==> src/motor_regs_pkg.sv <==
// Register map for the swerve motor controller host interface
// Shared by the channel register blocks, the top level and the testbench

package motor_regs_pkg;

    // Bus and field widths
    localparam int ADDR_W  = 6;   // 64 byte address space
    localparam int DATA_W  = 8;
    localparam int PWM_W   = 5;   // Drive PWM duty
    localparam int TEMP_W  = 6;   // ADC temperature code
    localparam int ANGLE_W = 12;  // Rotation angle
    localparam int KP_W    = 8;   // Kp, fixed point 4.4
    localparam int KI_W    = 4;   // Ki, fixed point 0.4
    localparam int KD_W    = 4;   // Kd, fixed point 0.4

    // Default channel counts
    localparam int NUM_DRIVE = 4;
    localparam int NUM_ROT   = 4;

    // 0x00 reserved, writes dropped
    localparam logic [ADDR_W-1:0] ADDR_BCAST_ALL   = 6'h01;  // All PWM modules
    // 0x02 rotation broadcast, reserved and has no effect
    localparam logic [ADDR_W-1:0] ADDR_BCAST_DRIVE = 6'h03;  // All drive modules

    // Drive channels, control at base and status at base+1
    localparam logic [ADDR_W-1:0] DRIVE_BASE   = 6'h04;
    localparam int                DRIVE_STRIDE = 2;

    // Rotation channels, 7 bytes each starting at 0x0C
    localparam logic [ADDR_W-1:0] ROT_BASE   = 6'h0C;
    localparam int                ROT_STRIDE = 7;

    // Offsets inside one rotation channel
    localparam logic [ADDR_W-1:0] ROT_OFS_CTRL     = 6'd0;  // Enables, target[11:8]
    localparam logic [ADDR_W-1:0] ROT_OFS_TARGET   = 6'd1;  // Target[7:0]
    localparam logic [ADDR_W-1:0] ROT_OFS_ANGLE_LO = 6'd2;  // Snapshot[7:0]
    localparam logic [ADDR_W-1:0] ROT_OFS_CMD      = 6'd3;  // Command / status
    localparam logic [ADDR_W-1:0] ROT_OFS_KP       = 6'd4;
    localparam logic [ADDR_W-1:0] ROT_OFS_KIKD     = 6'd5;  // Ki high nibble, Kd low
    // Offset 6 was the PWM override byte, now reads zero

    // Command byte as written by the host
    typedef struct packed {
        logic       unused_hi;  // Bit 7, ignored
        logic       snapshot;   // Capture current angle
        logic       update;     // Start move to target
        logic       abort;      // Stop the move
        logic [3:0] unused_lo;  // Ignored
    } rot_cmd_wr_t;

    // Same byte as returned on a read
    typedef struct packed {
        logic       done;       // Arrived at target
        logic [2:0] zero;
        logic [3:0] snap_hi;    // Snapshot[11:8]
    } rot_cmd_rd_t;

    // One address, two meanings depending on direction
    typedef union packed {
        rot_cmd_wr_t cmd;
        rot_cmd_rd_t status;
    } rot_cmd_u;

endpackage

==> src/drive_channel_regs.sv <==
// Control and status bytes of one drive motor
// Instantiated per drive channel by the register file top level

`timescale 1ns/10ps

module drive_channel_regs #(
    parameter logic [motor_regs_pkg::ADDR_W-1:0] BASE_ADDR = motor_regs_pkg::DRIVE_BASE
) (
    input  logic                                clock,
    input  logic                                rst_n,
    input  logic [motor_regs_pkg::ADDR_W-1:0]   address,
    input  logic                                write_en,
    input  logic [motor_regs_pkg::DATA_W-1:0]   wr_data,
    input  logic                                fault,     // Driver fault flag
    input  logic                                stall,     // Motor stalled
    input  logic [motor_regs_pkg::TEMP_W-1:0]   adc_temp,  // Temperature code
    output logic                                brake,
    output logic                                enable,
    output logic                                direction,
    output logic [motor_regs_pkg::PWM_W-1:0]    pwm,
    output logic [motor_regs_pkg::DATA_W-1:0]   rd_byte    // Zero when not addressed
);
    import motor_regs_pkg::*;

    localparam logic [ADDR_W-1:0] CTRL_ADDR = BASE_ADDR;
    localparam logic [ADDR_W-1:0] STAT_ADDR = BASE_ADDR + ADDR_W'(1);

    logic [DATA_W-1:0] ctrl_q;    // brake, enable, direction, pwm[4:0]
    logic [DATA_W-1:0] status_q;  // fault, stall, temp[5:0]
    logic              ctrl_we;

    // Own address or either broadcast hits the control byte
    assign ctrl_we = write_en &&
                     ((address == CTRL_ADDR) ||
                      (address == ADDR_BCAST_ALL) ||
                      (address == ADDR_BCAST_DRIVE));

    always_ff @(posedge clock or negedge rst_n) begin
        if (!rst_n) begin
            ctrl_q <= '0;  // Motor off, brake released
        end else if (ctrl_we) begin
            ctrl_q <= wr_data;
        end
    end

    // Status sampled every clock, a read sees last cycle's inputs
    always_ff @(posedge clock) begin
        status_q <= {fault, stall, adc_temp};
    end

    // Field breakout
    assign brake     = ctrl_q[7];
    assign enable    = ctrl_q[6];
    assign direction = ctrl_q[5];
    assign pwm       = ctrl_q[PWM_W-1:0];

    // Readback mux for this channel's two bytes
    always_comb begin
        case (address)
            CTRL_ADDR: rd_byte = ctrl_q;
            STAT_ADDR: rd_byte = status_q;
            default:   rd_byte = '0;  // Another channel's byte
        endcase
    end

endmodule

==> src/rotation_channel_regs.sv <==
// Target angle, PID gain and command registers of one rotation motor
// Command writes pulse update/abort and snapshot the current angle

`timescale 1ns/10ps

module rotation_channel_regs #(
    parameter logic [motor_regs_pkg::ADDR_W-1:0] BASE_ADDR = motor_regs_pkg::ROT_BASE
) (
    input  logic                                clock,
    input  logic                                rst_n,
    input  logic [motor_regs_pkg::ADDR_W-1:0]   address,
    input  logic                                write_en,
    input  logic [motor_regs_pkg::DATA_W-1:0]   wr_data,
    input  logic [motor_regs_pkg::ANGLE_W-1:0]  current_angle,  // From the position sensor
    input  logic                                angle_done,     // Move finished
    output logic                                rot_enable,
    output logic                                enable_stall_chk,
    output logic [motor_regs_pkg::ANGLE_W-1:0]  target_angle,
    output logic [motor_regs_pkg::KP_W-1:0]     kp,             // 4.4
    output logic [motor_regs_pkg::KI_W-1:0]     ki,             // 0.4
    output logic [motor_regs_pkg::KD_W-1:0]     kd,             // 0.4
    output logic                                update_angle,   // One cycle pulse
    output logic                                abort_angle,    // One cycle pulse
    output logic [motor_regs_pkg::DATA_W-1:0]   rd_byte
);
    import motor_regs_pkg::*;

    // Absolute addresses of this channel's bytes
    localparam logic [ADDR_W-1:0] A_CTRL     = BASE_ADDR + ROT_OFS_CTRL;
    localparam logic [ADDR_W-1:0] A_TARGET   = BASE_ADDR + ROT_OFS_TARGET;
    localparam logic [ADDR_W-1:0] A_ANGLE_LO = BASE_ADDR + ROT_OFS_ANGLE_LO;
    localparam logic [ADDR_W-1:0] A_CMD      = BASE_ADDR + ROT_OFS_CMD;
    localparam logic [ADDR_W-1:0] A_KP       = BASE_ADDR + ROT_OFS_KP;
    localparam logic [ADDR_W-1:0] A_KIKD     = BASE_ADDR + ROT_OFS_KIKD;

    logic [DATA_W-1:0]  ctrl_q;       // Bit 4 always zero
    logic [DATA_W-1:0]  target_lo_q;  // target_angle[7:0]
    logic [KP_W-1:0]    kp_q;
    logic [DATA_W-1:0]  kikd_q;       // Ki in [7:4], Kd in [3:0]
    logic [ANGLE_W-1:0] snap_q;       // Coherent angle copy
    logic               update_q;
    logic               abort_q;
    logic               done_q;

    rot_cmd_u cmd_wr;  // Write view of wr_data
    rot_cmd_u cmd_rd;  // Read view built from status
    logic     cmd_we;

    assign cmd_wr = wr_data;
    assign cmd_we = write_en && (address == A_CMD);

    // Control fields, write at the edge
    always_ff @(posedge clock or negedge rst_n) begin
        if (!rst_n) begin
            ctrl_q      <= '0;
            target_lo_q <= '0;
            kp_q        <= '0;
            kikd_q      <= '0;
        end else if (write_en) begin
            case (address)
                // Old startup_fail bit is gone, keep it reserved
                A_CTRL:   ctrl_q      <= {wr_data[7:5], 1'b0, wr_data[3:0]};
                A_TARGET: target_lo_q <= wr_data;
                A_KP:     kp_q        <= wr_data;
                A_KIKD:   kikd_q      <= wr_data;
                default: ;  // Not ours, or read only
            endcase
        end
    end

    // Command byte decode
    always_ff @(posedge clock or negedge rst_n) begin
        if (!rst_n) begin
            update_q <= 1'b0;
            abort_q  <= 1'b0;
            snap_q   <= '0;
        end else begin
            // Pulses drop again the cycle after
            update_q <= cmd_we && cmd_wr.cmd.update;
            abort_q  <= cmd_we && cmd_wr.cmd.abort;
            // Snapshot so both bytes come from the same sample
            if (cmd_we && cmd_wr.cmd.snapshot) begin
                snap_q <= current_angle;
            end
        end
    end

    // Done flag sampled like drive status
    always_ff @(posedge clock) begin
        done_q <= angle_done;
    end

    always_comb begin
        cmd_rd                = '0;
        cmd_rd.status.done    = done_q;
        cmd_rd.status.snap_hi = snap_q[ANGLE_W-1:8];
    end

    // Outputs
    assign rot_enable       = ctrl_q[6];
    assign enable_stall_chk = ctrl_q[5];
    assign target_angle     = {ctrl_q[3:0], target_lo_q};
    assign kp               = kp_q;
    assign ki               = kikd_q[7:4];
    assign kd               = kikd_q[3:0];
    assign update_angle     = update_q;
    assign abort_angle      = abort_q;

    // Readback, override offset falls to default
    always_comb begin
        case (address)
            A_CTRL:     rd_byte = ctrl_q;
            A_TARGET:   rd_byte = target_lo_q;
            A_ANGLE_LO: rd_byte = snap_q[7:0];
            A_CMD:      rd_byte = cmd_rd;
            A_KP:       rd_byte = kp_q;
            A_KIKD:     rd_byte = kikd_q;
            default:    rd_byte = '0;
        endcase
    end

endmodule

==> src/motor_reg_file.sv <==
// Host register file for the four corner swerve motor controller
// Builds the drive and rotation channel blocks and registers the read data

`timescale 1ns/10ps

module motor_reg_file #(
    parameter int NUM_DRIVE = motor_regs_pkg::NUM_DRIVE,
    parameter int NUM_ROT   = motor_regs_pkg::NUM_ROT
) (
    input  logic                                              clock,
    input  logic                                              rst_n,
    input  logic [motor_regs_pkg::ADDR_W-1:0]                 address,
    input  logic                                              write_en,
    input  logic [motor_regs_pkg::DATA_W-1:0]                 wr_data,
    input  logic                                              read_en,
    output logic [motor_regs_pkg::DATA_W-1:0]                 rd_data,

    // Drive motors
    input  logic [NUM_DRIVE-1:0]                              fault,
    input  logic [NUM_DRIVE-1:0]                              stall,
    input  logic [NUM_DRIVE-1:0][motor_regs_pkg::TEMP_W-1:0]  adc_temp,
    output logic [NUM_DRIVE-1:0]                              brake,
    output logic [NUM_DRIVE-1:0]                              enable,
    output logic [NUM_DRIVE-1:0]                              direction,
    output logic [NUM_DRIVE-1:0][motor_regs_pkg::PWM_W-1:0]   pwm,

    // Rotation motors
    input  logic [NUM_ROT-1:0][motor_regs_pkg::ANGLE_W-1:0]   current_angle,
    input  logic [NUM_ROT-1:0]                                angle_done,
    output logic [NUM_ROT-1:0]                                rot_enable,
    output logic [NUM_ROT-1:0]                                enable_stall_chk,
    output logic [NUM_ROT-1:0][motor_regs_pkg::ANGLE_W-1:0]   target_angle,
    output logic [NUM_ROT-1:0][motor_regs_pkg::KP_W-1:0]      kp,
    output logic [NUM_ROT-1:0][motor_regs_pkg::KI_W-1:0]      ki,
    output logic [NUM_ROT-1:0][motor_regs_pkg::KD_W-1:0]      kd,
    output logic [NUM_ROT-1:0]                                update_angle,
    output logic [NUM_ROT-1:0]                                abort_angle
);
    import motor_regs_pkg::*;

    logic [NUM_DRIVE-1:0][DATA_W-1:0] drive_rd;  // One byte per drive channel
    logic [NUM_ROT-1:0][DATA_W-1:0]   rot_rd;
    logic [DATA_W-1:0]                rd_mux;    // OR of all channels

    // Drive channels at 0x04, 0x06, ...
    for (genvar gi = 0; gi < NUM_DRIVE; gi++) begin : g_drive
        localparam logic [ADDR_W-1:0] D_BASE = ADDR_W'(DRIVE_BASE + gi * DRIVE_STRIDE);

        drive_channel_regs #(
            .BASE_ADDR (D_BASE)
        ) u_drive (
            .clock     (clock),
            .rst_n     (rst_n),
            .address   (address),
            .write_en  (write_en),
            .wr_data   (wr_data),
            .fault     (fault[gi]),
            .stall     (stall[gi]),
            .adc_temp  (adc_temp[gi]),
            .brake     (brake[gi]),
            .enable    (enable[gi]),
            .direction (direction[gi]),
            .pwm       (pwm[gi]),
            .rd_byte   (drive_rd[gi])
        );
    end

    // Rotation channels, 7 bytes apart from 0x0C
    for (genvar gi = 0; gi < NUM_ROT; gi++) begin : g_rot
        localparam logic [ADDR_W-1:0] R_BASE = ADDR_W'(ROT_BASE + gi * ROT_STRIDE);

        rotation_channel_regs #(
            .BASE_ADDR (R_BASE)
        ) u_rot (
            .clock            (clock),
            .rst_n            (rst_n),
            .address          (address),
            .write_en         (write_en),
            .wr_data          (wr_data),
            .current_angle    (current_angle[gi]),
            .angle_done       (angle_done[gi]),
            .rot_enable       (rot_enable[gi]),
            .enable_stall_chk (enable_stall_chk[gi]),
            .target_angle     (target_angle[gi]),
            .kp               (kp[gi]),
            .ki               (ki[gi]),
            .kd               (kd[gi]),
            .update_angle     (update_angle[gi]),
            .abort_angle      (abort_angle[gi]),
            .rd_byte          (rot_rd[gi])
        );
    end

    // Only the addressed channel drives a nonzero byte
    always_comb begin
        rd_mux = '0;
        for (int i = 0; i < NUM_DRIVE; i++) begin
            rd_mux = rd_mux | drive_rd[i];
        end
        for (int i = 0; i < NUM_ROT; i++) begin
            rd_mux = rd_mux | rot_rd[i];
        end
    end

    // Read data held until the next read
    always_ff @(posedge clock or negedge rst_n) begin
        if (!rst_n) begin
            rd_data <= '0;
        end else if (read_en) begin
            rd_data <= rd_mux;  // Pre-write value on a same-cycle write
        end
    end

endmodule

==> config.mk <==
export PLATFORM = sky130hd
export DESIGN_NAME = motor_reg_file
export DESIGN_NICKNAME = d
export VERILOG_FILES = /design/src/motor_regs_pkg.sv /design/src/drive_channel_regs.sv /design/src/rotation_channel_regs.sv /design/src/motor_reg_file.sv
export SDC_FILE = /design/constraint.sdc
export NUM_CORES = 1
export LEC_CHECK = 0
export CAP_MARGIN = 20
export CORE_ASPECT_RATIO = 1.1
export CORE_MARGIN = 2
export CORE_UTILIZATION = 52
export CTS_CLUSTER_SIZE = 14
export DETAILED_ROUTE_END_ITERATION = 8
export DONT_BUFFER_PORTS = 1
export GPL_ROUTABILITY_DRIVEN = 0
export GPL_TIMING_DRIVEN = 1
export PLACE_DENSITY = 0.74
export SLEW_MARGIN = 40
export SYNTH_ARGS = -nofsm -noshare
export SYNTH_HDL_FRONTEND = slang
export SYNTH_SLANG_ARGS = --single-unit
==> constraint.sdc <==
create_clock -name clock -period 1.67 [get_ports clock]
set_input_delay 0.167 -clock clock [delete_from_list [all_inputs] [get_ports clock]]
set_output_delay 0.167 -clock clock [all_outputs]
set_load 0.02 [all_outputs]
======== Word-level counts from Yosys, hierarchy flattened ========
Index checks and enable logic that the tools add are counted.
Widths: inputs -> output; s select.
storage, ports and cells
  bits in registers ....................... 256
  input bits .............................. 102
  output and inout bits ................... 168
  word-level logic and storage cells ...... 134
operators by class
  equality and inequality tests ........... 34
  mux-type cells .......................... 8
  bitwise operators ....................... 7
  reductions and logical operators ........ 44
operator list
  cell                count
  $pmux 8 s6          4
  $eq 6x5->1 const B  14
  $pmux 8 s2          4
  $or 8x8->8          7
  $eq 6x4->1 const B  8
  $eq 6x6->1 const B  6
  $reduce_and 2->1    16
  $eq 6x3->1 const B  4
  $logic_and 1x1->1   20
  $logic_or 1x1->1    8
  $eq 6x1->1 const B  1
  $eq 6x2->1 const B  1

======== Longest topological paths before layout ========
Gate-level depths: netlist of the first run.
  word-level depth ........................ 9
  mapped depth ............................ 9
  depth with buffers taken out ............ 5

======== Cells and area by module ========
A second synthesis of the first run with hierarchy kept.
unflattened totals
  cell total of the unflattened synthesis .. 811
  area total of the unflattened synthesis .. 11,533.6 um^2
modules (own cells, without submodules)
  module                                        instances  cells each  area each (um^2)  seq. area each (um^2)
  rotation_channel_regs at g_rot[2].u_rot       1          148         2,194.6           1,146.1
  rotation_channel_regs at g_rot[3].u_rot       1          158         2,190.9           1,146.1
  rotation_channel_regs at g_rot[1].u_rot       1          141         2,165.8           1,146.1
  rotation_channel_regs at g_rot[0].u_rot       1          154         2,158.3           1,146.1
  drive_channel_regs at g_drive[0].u_drive ...  2          39          600.6             360.3
  drive_channel_regs at g_drive[1].u_drive ...  2          41          591.8             360.3
  motor_reg_file                                1          50          439.2             200.2

======== Least setup slack after synthesis of the first run ========
No wires, ideal clock.
  path kind ............................... input to register
  start ................................... input address[1] (netlist name)
  end ..................................... register rd_data[0] (netlist name)
  setup time .............................. 126 ps
  arrival ................................. 1,799 ps
  required time ........................... 1,544 ps
  slack ................................... -256 ps
  stages .................................. 8
  buffers on the path ..................... 3
  path through ............................ buf_2 -> nor2b_1 -> clkbuf_1 -> clkbuf_1 -> and3_1 -> a2111oi_0 -> o2111ai_1 -> o32a_1
between the ends
  longest elaborated chain between the ends .. 9
  elaborated cells between the ends (all ways) .. 47
  classes of those cells .................. 32 x eq/ne; 8 x mux; 7 x bitwise
ends and longest elaborated chain
  what                      RTL line                  RTL
  start: declaration        motor_reg_file.sv:12      input logic [motor_regs_pkg::ADDR_W-1:0] address,
  $eq 6x3->1                drive_channel_regs.sv:59  case (address)
  $pmux 8 s2                drive_channel_regs.sv:59
  $or 8x8->8 (3 in series)  motor_reg_file.sv:98      rd_mux = rd_mux | drive_rd[i];
  $or 8x8->8 (3 in series)  motor_reg_file.sv:101     rd_mux = rd_mux | rot_rd[i];
  $or 8x8->8 *              motor_reg_file.sv:101
  end signal: assignment    motor_reg_file.sv:110     rd_data <= rd_mux;
  end: declaration          motor_reg_file.sv:16      output logic [motor_regs_pkg::DATA_W-1:0] rd_data,
Mark *: on every way between the ends. The rest lies on a longest branch, timed or not.
A chain may end at the register's enable or synchronous reset.

======== Final worst setup path of the first run ========
  start ................................... register g_rot[3].u_rot.target_lo_q[0]
  end ..................................... register rd_data[0] (netlist name)
between the ends
  longest elaborated chain between the ends .. 2
ends and longest elaborated chain
  what                      RTL line                      RTL
  start: declaration        rotation_channel_regs.sv:37   logic [DATA_W-1:0] target_lo_q;
  start signal: assignment  rotation_channel_regs.sv:63   A_TARGET: target_lo_q <= wr_data;
  $pmux 8 s6                rotation_channel_regs.sv:111  case (address)
  $or 8x8->8                motor_reg_file.sv:101
Every way passes these cells.

==> results of run 1 <==
[per-stage QoR]
| step | hold WS [ns] | instance area, µm² |
|---|---|---|
| after CTS | -0.692 | 14700 |
| after detailed placement | -0.115 | 12700 |
| after global placement | -0.115 | 12700 |
| final | -0.686 | 14700 |
| after floorplan | -0.129 | 11500 |
| after global routing | -0.696 | 14700 |
[worst max path at each step]
stage / start / to / slack [ns] / cells past startpoint
6_report: g_rot[3].u_rot.target_lo_q[0] / rd_data[0] / -0.08 / 6
5_1_grt: g_rot[3].u_rot.target_lo_q[0] / rd_data[0] / -0.10 / 6
4_1_cts: g_rot[3].u_rot.snap_q[0] / rd_data[0] / -0.03 / 6
3_5_place_dp: address[2] / rd_data[0] / -0.39 / 7
3_3_place_gp: address[2] / rd_data[0] / -0.33 / 7
2_1_floorplan: address[1] / rd_data[3] / -0.10 / 8
[worst register-to-register path: stages (launching register included)]
cell	delay (ns)
dfrtp_1	0.40
mux2i_2	0.20
o2bb2ai_2	0.09
a221oi_2	0.29
buf_4	0.18
o2111ai_4	0.16
o32a_1	0.34
[metal layers]
layer | routed length [µm] | global-route usage
met1 | 14300 | 0.438
met2 | 19600 | 0.593
met3 | 5680 | 0.129
met4 | 3200 | 0.214
met5 | 0 | 0
[registers in the layout, summed over array words and instances (netlist names)]
signal and cells:
g_rot.u_rot.snap_q 48, g_drive.u_drive.ctrl_q 32, g_drive.u_drive.status_q 32, g_rot.u_rot.kikd_q 32, g_rot.u_rot.kp 32, g_rot.u_rot.target_lo_q 32
g_rot.u_rot.ctrl_q 28, rd_data 8, g_rot.u_rot.abort_angle 4, g_rot.u_rot.done_q 4, g_rot.u_rot.update_angle 4
[final cells by class]
cell class / count / area share
Antenna cell: 2 / 0.000341
Timing Repair Buffer: 286 / 0.166
Inverter: 2 / 0.000511
Clock buffer: 37 / 0.0542
Tap cell: 290 / 0.0247
Sequential cell: 256 / 0.424
Multi-Input combinational cell: 517 / 0.315
Clock inverter: 15 / 0.0154
[what timing repair did]
action	in CTS	in global routing
endpoints found under the setup margin	3	5
gates resized for setup	5	7
hold endpoints to repair	476	220
pin swaps	3	6
[cell families after synthesis]
logic type,Yosys count
compound gates,91
buf+inv,121
flops,256
mux,215
simple gates,211
[power groups by stage]
stage / sequential [µW] / clock [µW] / combinational (µW)
final: 8070 / 6780 / 2490
after CTS: 8030 / 6790 / 2450
after global placement: 8120 / 0 / 2100
after floorplan: 8040 / 0 / 1360
after detailed placement: 8140 / 0 / 2160
after global routing: 8120 / 7070 / 2600
[layout by cell type (no fill, tap or decap), types with 5 or more instances in the layout]
cell / n
nand3_2: 5
o32a_1: 8
buf_2: 7
nand2_1: 18
and3_1: 38
a22oi_1: 17
bufinv_16: 5
buf_12: 7
clkinvlp_4: 6
dfxtp_1: 36
mux2_2: 209
and2_1: 13
clkbuf_16: 29
nor2_1: 12
nand4_1: 28
a2111oi_2: 7
dfrtp_1: 218
a32oi_1: 32
buf_4: 184
dlygate4sd3_1: 88
nand3_1: 67
a31oi_1: 9
==> results.ini, run 1 <==
[run_status]
status = complete, but fails checks
violations = hold timing, setup timing

[worst_setup_path]
crit_path_cell_trace = mux2i_2 > o2bb2ai_2 > a221oi_2 > buf_4 > o2111ai_4 > o32a_1
critPathKind = reg -> reg
slowest_stage = dfrtp_1
path_max_fanout = 2
ff2ff_path_depth = 6
path_buf_inv = 1
cp.arrival_ns = 2.19
crit_path_end_kind = flop
start_kind = flop
critical_path.max_stage_delay_ns = 0.40
r2r-end = rd_data[0]
r2r_slack_ns = -0.08
reg2reg_from = g_rot[3].u_rot.target_lo_q[0]
required_ns = 2.11
critPathTopFamily = compound AO/OA/AOI/OAI gates

[clock_tree]
cts_setup_buffers = 0
cts_root_buf = clkbuf_16
numCtsBuffers = 28
clock_latency_ns = 0.56
cts_tree = done
clockBufferDepth = 3
clock-sinks = 256
htree_levels = 1
clkTransAtPathRegs_ns = 0.07
hold_buffers = 95

[placement]
port_buffers = 0
dp_cells = 1256
dp_slack_ns = -0.389
hpwl_um = 30400

[sta]
holdWs_ns = -0.686
fin_ws_ns = -0.0776
finClkSkew_ns = 0.0187
rsz0062_at_grt = true
setup_tns_ns = -0.0776
period_needed_ns = 1.75
hold_viol = 220
worst_pin_slew_ns = 0.782
timing.fmax_mhz = 572
slew_violations = 0
setup_viol = 1
fin_crit_sh = 1.05
maxSlewHeadroom = 0.477

[die]
core_mm2 = 0.0213
die_width_um = 144
die_y_um = 158
rows = 56
ios = 270
start_util = 0.528
die-area_mm2 = 0.0228

[routing]
drc = 0
routedWlPerCell_um = 30.5
vias = 9278
viasPerCell = 6.60
drt_iter0_markers = 1033
drt_pass1_iterations = 5
routed_wl_um = 42800
ant_nets = 0

[synthesis]
synth_top_area_share = 0.490
synth_compound_area_frac = 0.0666
synth_cell_types = 43
synth_commonest_cells = dfrtp_1, mux2_2, nand3_1
synth_area_leaders = dfrtp_1, mux2_2, dfxtp_1
synth-simple-area-share = 0.107
muxShareOfSynthArea = 0.215
synth-seq-cells = 256
syn_area_mm2 = 0.0112
yosysSeqAreaShare = 0.554
synthXorXnorAreaFrac = 0
ys.warnings.count = 0
synth_top_family_by_area = multiplexers
synth-adder-area-share = 0
synth_top_area_cell = dfrtp_1
synth_nets = 996
ys_async_sr_fraction = 0.859
synth-main-ff-cell = dfrtp_1
syn_avg_cell_area_um2 = 12.6
synth_enable_flop_cells = 0
yosys.cell_count.top_type = dfrtp_1
syn_inst = 894

[power]
finalPower_uw = 17300
power_frac_comb = 0.144
power.share.sequential = 0.465
power_density_mw_per_mm2 = 1180
switching_share = 0.290
power.leakage_uw = 0.00697
p_sw_uw = 5030
power.internal_uw = 12300
ir_worst_vdd_mv = 0.915
p_clk_frac = 0.391

[global_routing]
grt_pass1_vias = 9505
grt_start_max_net_pins = 221
antenna_found_initial = 1
grt_pass1_wl_um = 61300
grt_overflow = 0
grt_usage = 0.372

[cells_and_area]
num-fill-cells = 1515
drive_gt1_frac = 0.448
final_util = 0.690
area_delta_synth_final_pct = 30.7
multi_input_area_mm2 = 0.00463
final_cell_count_no_fill = 1405
seqCellArea_mm2 = 0.00623
fin_nets = 1193

[min_path]
hp-class = in -> async

[run]
drv_cap = 0

(Power assumes the default switching activity.)
==> run 2, diff against run 1 <==
--- a/config.mk
+++ b/config.mk
@@ -6,15 +6,16 @@
 export NUM_CORES = 1
 export LEC_CHECK = 0
 export CAP_MARGIN = 20
-export CORE_ASPECT_RATIO = 1.1
+export CELL_PAD_IN_SITES_DETAIL_PLACEMENT = 1
+export CELL_PAD_IN_SITES_GLOBAL_PLACEMENT = 1
 export CORE_MARGIN = 2
-export CORE_UTILIZATION = 52
+export CORE_UTILIZATION = 45
 export CTS_CLUSTER_SIZE = 14
 export DETAILED_ROUTE_END_ITERATION = 8
 export DONT_BUFFER_PORTS = 1
 export GPL_ROUTABILITY_DRIVEN = 0
 export GPL_TIMING_DRIVEN = 1
-export PLACE_DENSITY = 0.74
+export PLACE_DENSITY = 0.79
 export SLEW_MARGIN = 40
 export SYNTH_ARGS = -nofsm -noshare
 export SYNTH_HDL_FRONTEND = slang
==> results.ini, run 2 (synthesized netlist as in run 1, its figures left out) <==
[run_status]
status = complete, but fails checks  ; unchanged
violations = hold timing, setup timing  ; unchanged

[die]
die-area_mm2 = 0.0263  ; was 0.0228 mm²
ios = 270  ; unchanged
core_mm2 = 0.0244  ; was 0.0213 mm²
die_y_um = 162  ; was 158 µm
start_util = 0.461  ; was 0.528
die_width_um = 162  ; was 144 µm
rows = 57  ; was 56

[placement]
port_buffers = 0  ; unchanged
place_area_mm2 = 0.0129  ; was 0.0127 mm²
hpwl_um = 34400  ; was 30400 µm
dp_cells = 1312  ; was 1256
dp_slack_ns = -0.555  ; was -0.389 ns

[sta]
hold_viol = 220  ; unchanged
holdWs_ns = -0.719  ; was -0.686 ns
maxSlewHeadroom = 0.358  ; was 0.477
timing.fmax_mhz = 539  ; was 572 MHz
worst_pin_slew_ns = 0.960  ; was 0.782 ns
finClkSkew_ns = 0.0291  ; was 0.0187 ns
fin_crit_sh = 1.11  ; was 1.05
setup_viol = 15  ; was 1
rsz0062_at_grt = true  ; unchanged
slew_violations = 0  ; unchanged
fin_ws_ns = -0.185  ; was -0.0776 ns
period_needed_ns = 1.85  ; was 1.75 ns

[routing]
dr_wl_met2_um = 25000  ; was 19600 µm
vias = 10500  ; was 9278
top_layer = met4  ; unchanged
viasPerCell = 7.15  ; was 6.60
wl_met3_um = 9070  ; was 5680 µm
drt_iter0_markers = 1618  ; was 1033
routed_wl_um = 59000  ; was 42800 µm
wl_met1_um = 19600  ; was 14300 µm
routedWlPerCell_um = 40.2  ; was 30.5 µm
drt_pass1_iterations = 8  ; was 5
ant_nets = 0  ; unchanged
drc = 0  ; unchanged

[global_routing]
grt_pass1_wl_um = 83900  ; was 61300 µm
grt_usage = 0.444  ; was 0.372
antenna_found_initial = 4  ; was 1
grt_start_max_net_pins = 221  ; unchanged
grt_pass1_vias = 11100  ; was 9505
grt_overflow = 0  ; unchanged

[clock_tree]
cts_root_buf = clkbuf_16  ; unchanged
clockBufferDepth = 3  ; unchanged
htree_levels = 1  ; unchanged
clock_latency_ns = 0.57  ; was 0.56 ns
clock-sinks = 256  ; unchanged
clkTransAtPathRegs_ns = 0.07  ; about the same
cts_tree = done  ; unchanged
numCtsBuffers = 28  ; unchanged

[cells_and_area]
design_area_mm2 = 0.0150  ; was 0.0147 mm²
regMostFlops = g_rot.u_rot.snap_q  ; unchanged
largest_register_ff_count = 48  ; unchanged
drive_gt1_frac = 0.470  ; was 0.448
area_delta_synth_final_pct = 33.8  ; was 30.7%
mostFrequentLayoutCells = dfrtp_1, mux2_2, buf_4  ; unchanged
fin_nets = 1221  ; was 1193
final_cell_count_no_fill = 1468  ; was 1405
layout_commonest_cell = dfrtp_1  ; unchanged

[worst_setup_path]
crit_path_end_kind = flop  ; unchanged
critical_path.max_stage_delay_ns = 0.40  ; about the same
cp.arrival_ns = 2.31  ; was 2.19 ns
crit_path_cell_trace = mux2i_1 > o2bb2ai_1 > a221oi_2 > o2111ai_4 > o32a_1  ; was mux2i_2 > o2bb2ai_2 > a221oi_2 > buf_4 > o2111ai_4 > o32a_1
reg2reg_from = g_rot[3].u_rot.snap_q[0]  ; was g_rot[3].u_rot.target_lo_q[0]
path_max_fanout = 2  ; unchanged
r2r_slack_ns = -0.18  ; was -0.08 ns
required_ns = 2.12  ; was 2.11 ns
critPathLaunch = g_rot[3].u_rot.snap_q[0]  ; was g_rot[3].u_rot.target_lo_q[0]
critPathKind = reg -> reg  ; unchanged
start_kind = flop  ; unchanged
slowest_stage = a221oi_2  ; was dfrtp_1

[power]
ir_worst_vdd_mv = 0.784  ; was 0.915 mV
power.leakage_uw = 0.00713  ; was 0.00697 µW
power_density_mw_per_mm2 = 1180  ; about the same

[run]
drv_cap = 0  ; unchanged

[min_path]
hp-class = in -> async  ; unchanged

[run 2: cell count changes in the layout (fill, tap and decap cells not counted), moves of 4 or more]
| cell | change |
|---|---|
| dfrtp_2 | +5 |
| dfrtp_1 | -5 |
| clkinvlp_4 | -5 |
| buf_4 | +23 |
| clkbuf_1 | +4 |
| a2111oi_4 | +5 |
| a2111oi_2 | -4 |
| buf_12 | +4 |
[run 2: path summary, 6_finish.rpt]
check,to,depth (start not counted)
max reg2reg,rd_data[0],5
max in group asynchronous,g_drive[2].u_drive.ctrl_q[2],0
min,g_rot[0].u_rot.kp[6],0
min in group clock,g_rot[3].u_rot.target_lo_q[1],3
min reg2reg,g_rot[3].u_rot.snap_q[2],1
max,rd_data[0],5
[run 2: timing repair]
action	in CTS	in global routing
pin swaps	3	17
gates resized for setup	9	23
buffers inserted	1	4
hold buffers	95	1
hold endpoints to repair	476	228
setup endpoints to repair	6	8
[run 2: critical path: cells and delay by family (launching register included)]
| family | cells | cell delay [ns] |
|---|---|---|
| AOI/OAI and AO/OA | 4 | 1.20 |
| DFF | 1 | 0.38 |
| muxes | 1 | 0.18 |
[run 2: power breakdown]
part	internal [µW]	switching, µW
Combinational	1340	1710
Clock	3790	2810
Sequential	6950	1210
[run 2: final cells by class]
type	count	area, µm²
multi-input cells	517	4750
flip-flops and latches	256	6230
clock inverters	7	87.6
clock buffers	44	852
diodes	4	10.0
well taps	324	405
inverters	2	7.51
fillers	2411	9350
repair buffers	314	2700
[run 2: stage by stage]
step / utilization / power, µW / hold WS, ns / setup TNS, ns
detailed placement: 0.530 / 10500 / -0.119 / -30.71
floorplan: - / 9400 / -0.129 / -3.22
CTS: 0.611 / 17200 / -0.694 / -0.171
global placement: 0.529 / 10400 / -0.118 / -37.78
finish: 0.617 / 17800 / -0.719 / -0.738
global route: 0.617 / 18100 / -0.721 / -0.553
[run 2: layer usage]
layer,global-route usage,vias to the layer above
li1,-,3742
met1,0.513,5161
met2,0.668,1143
met3,0.202,447
met4,0.290,0
met5,0,-
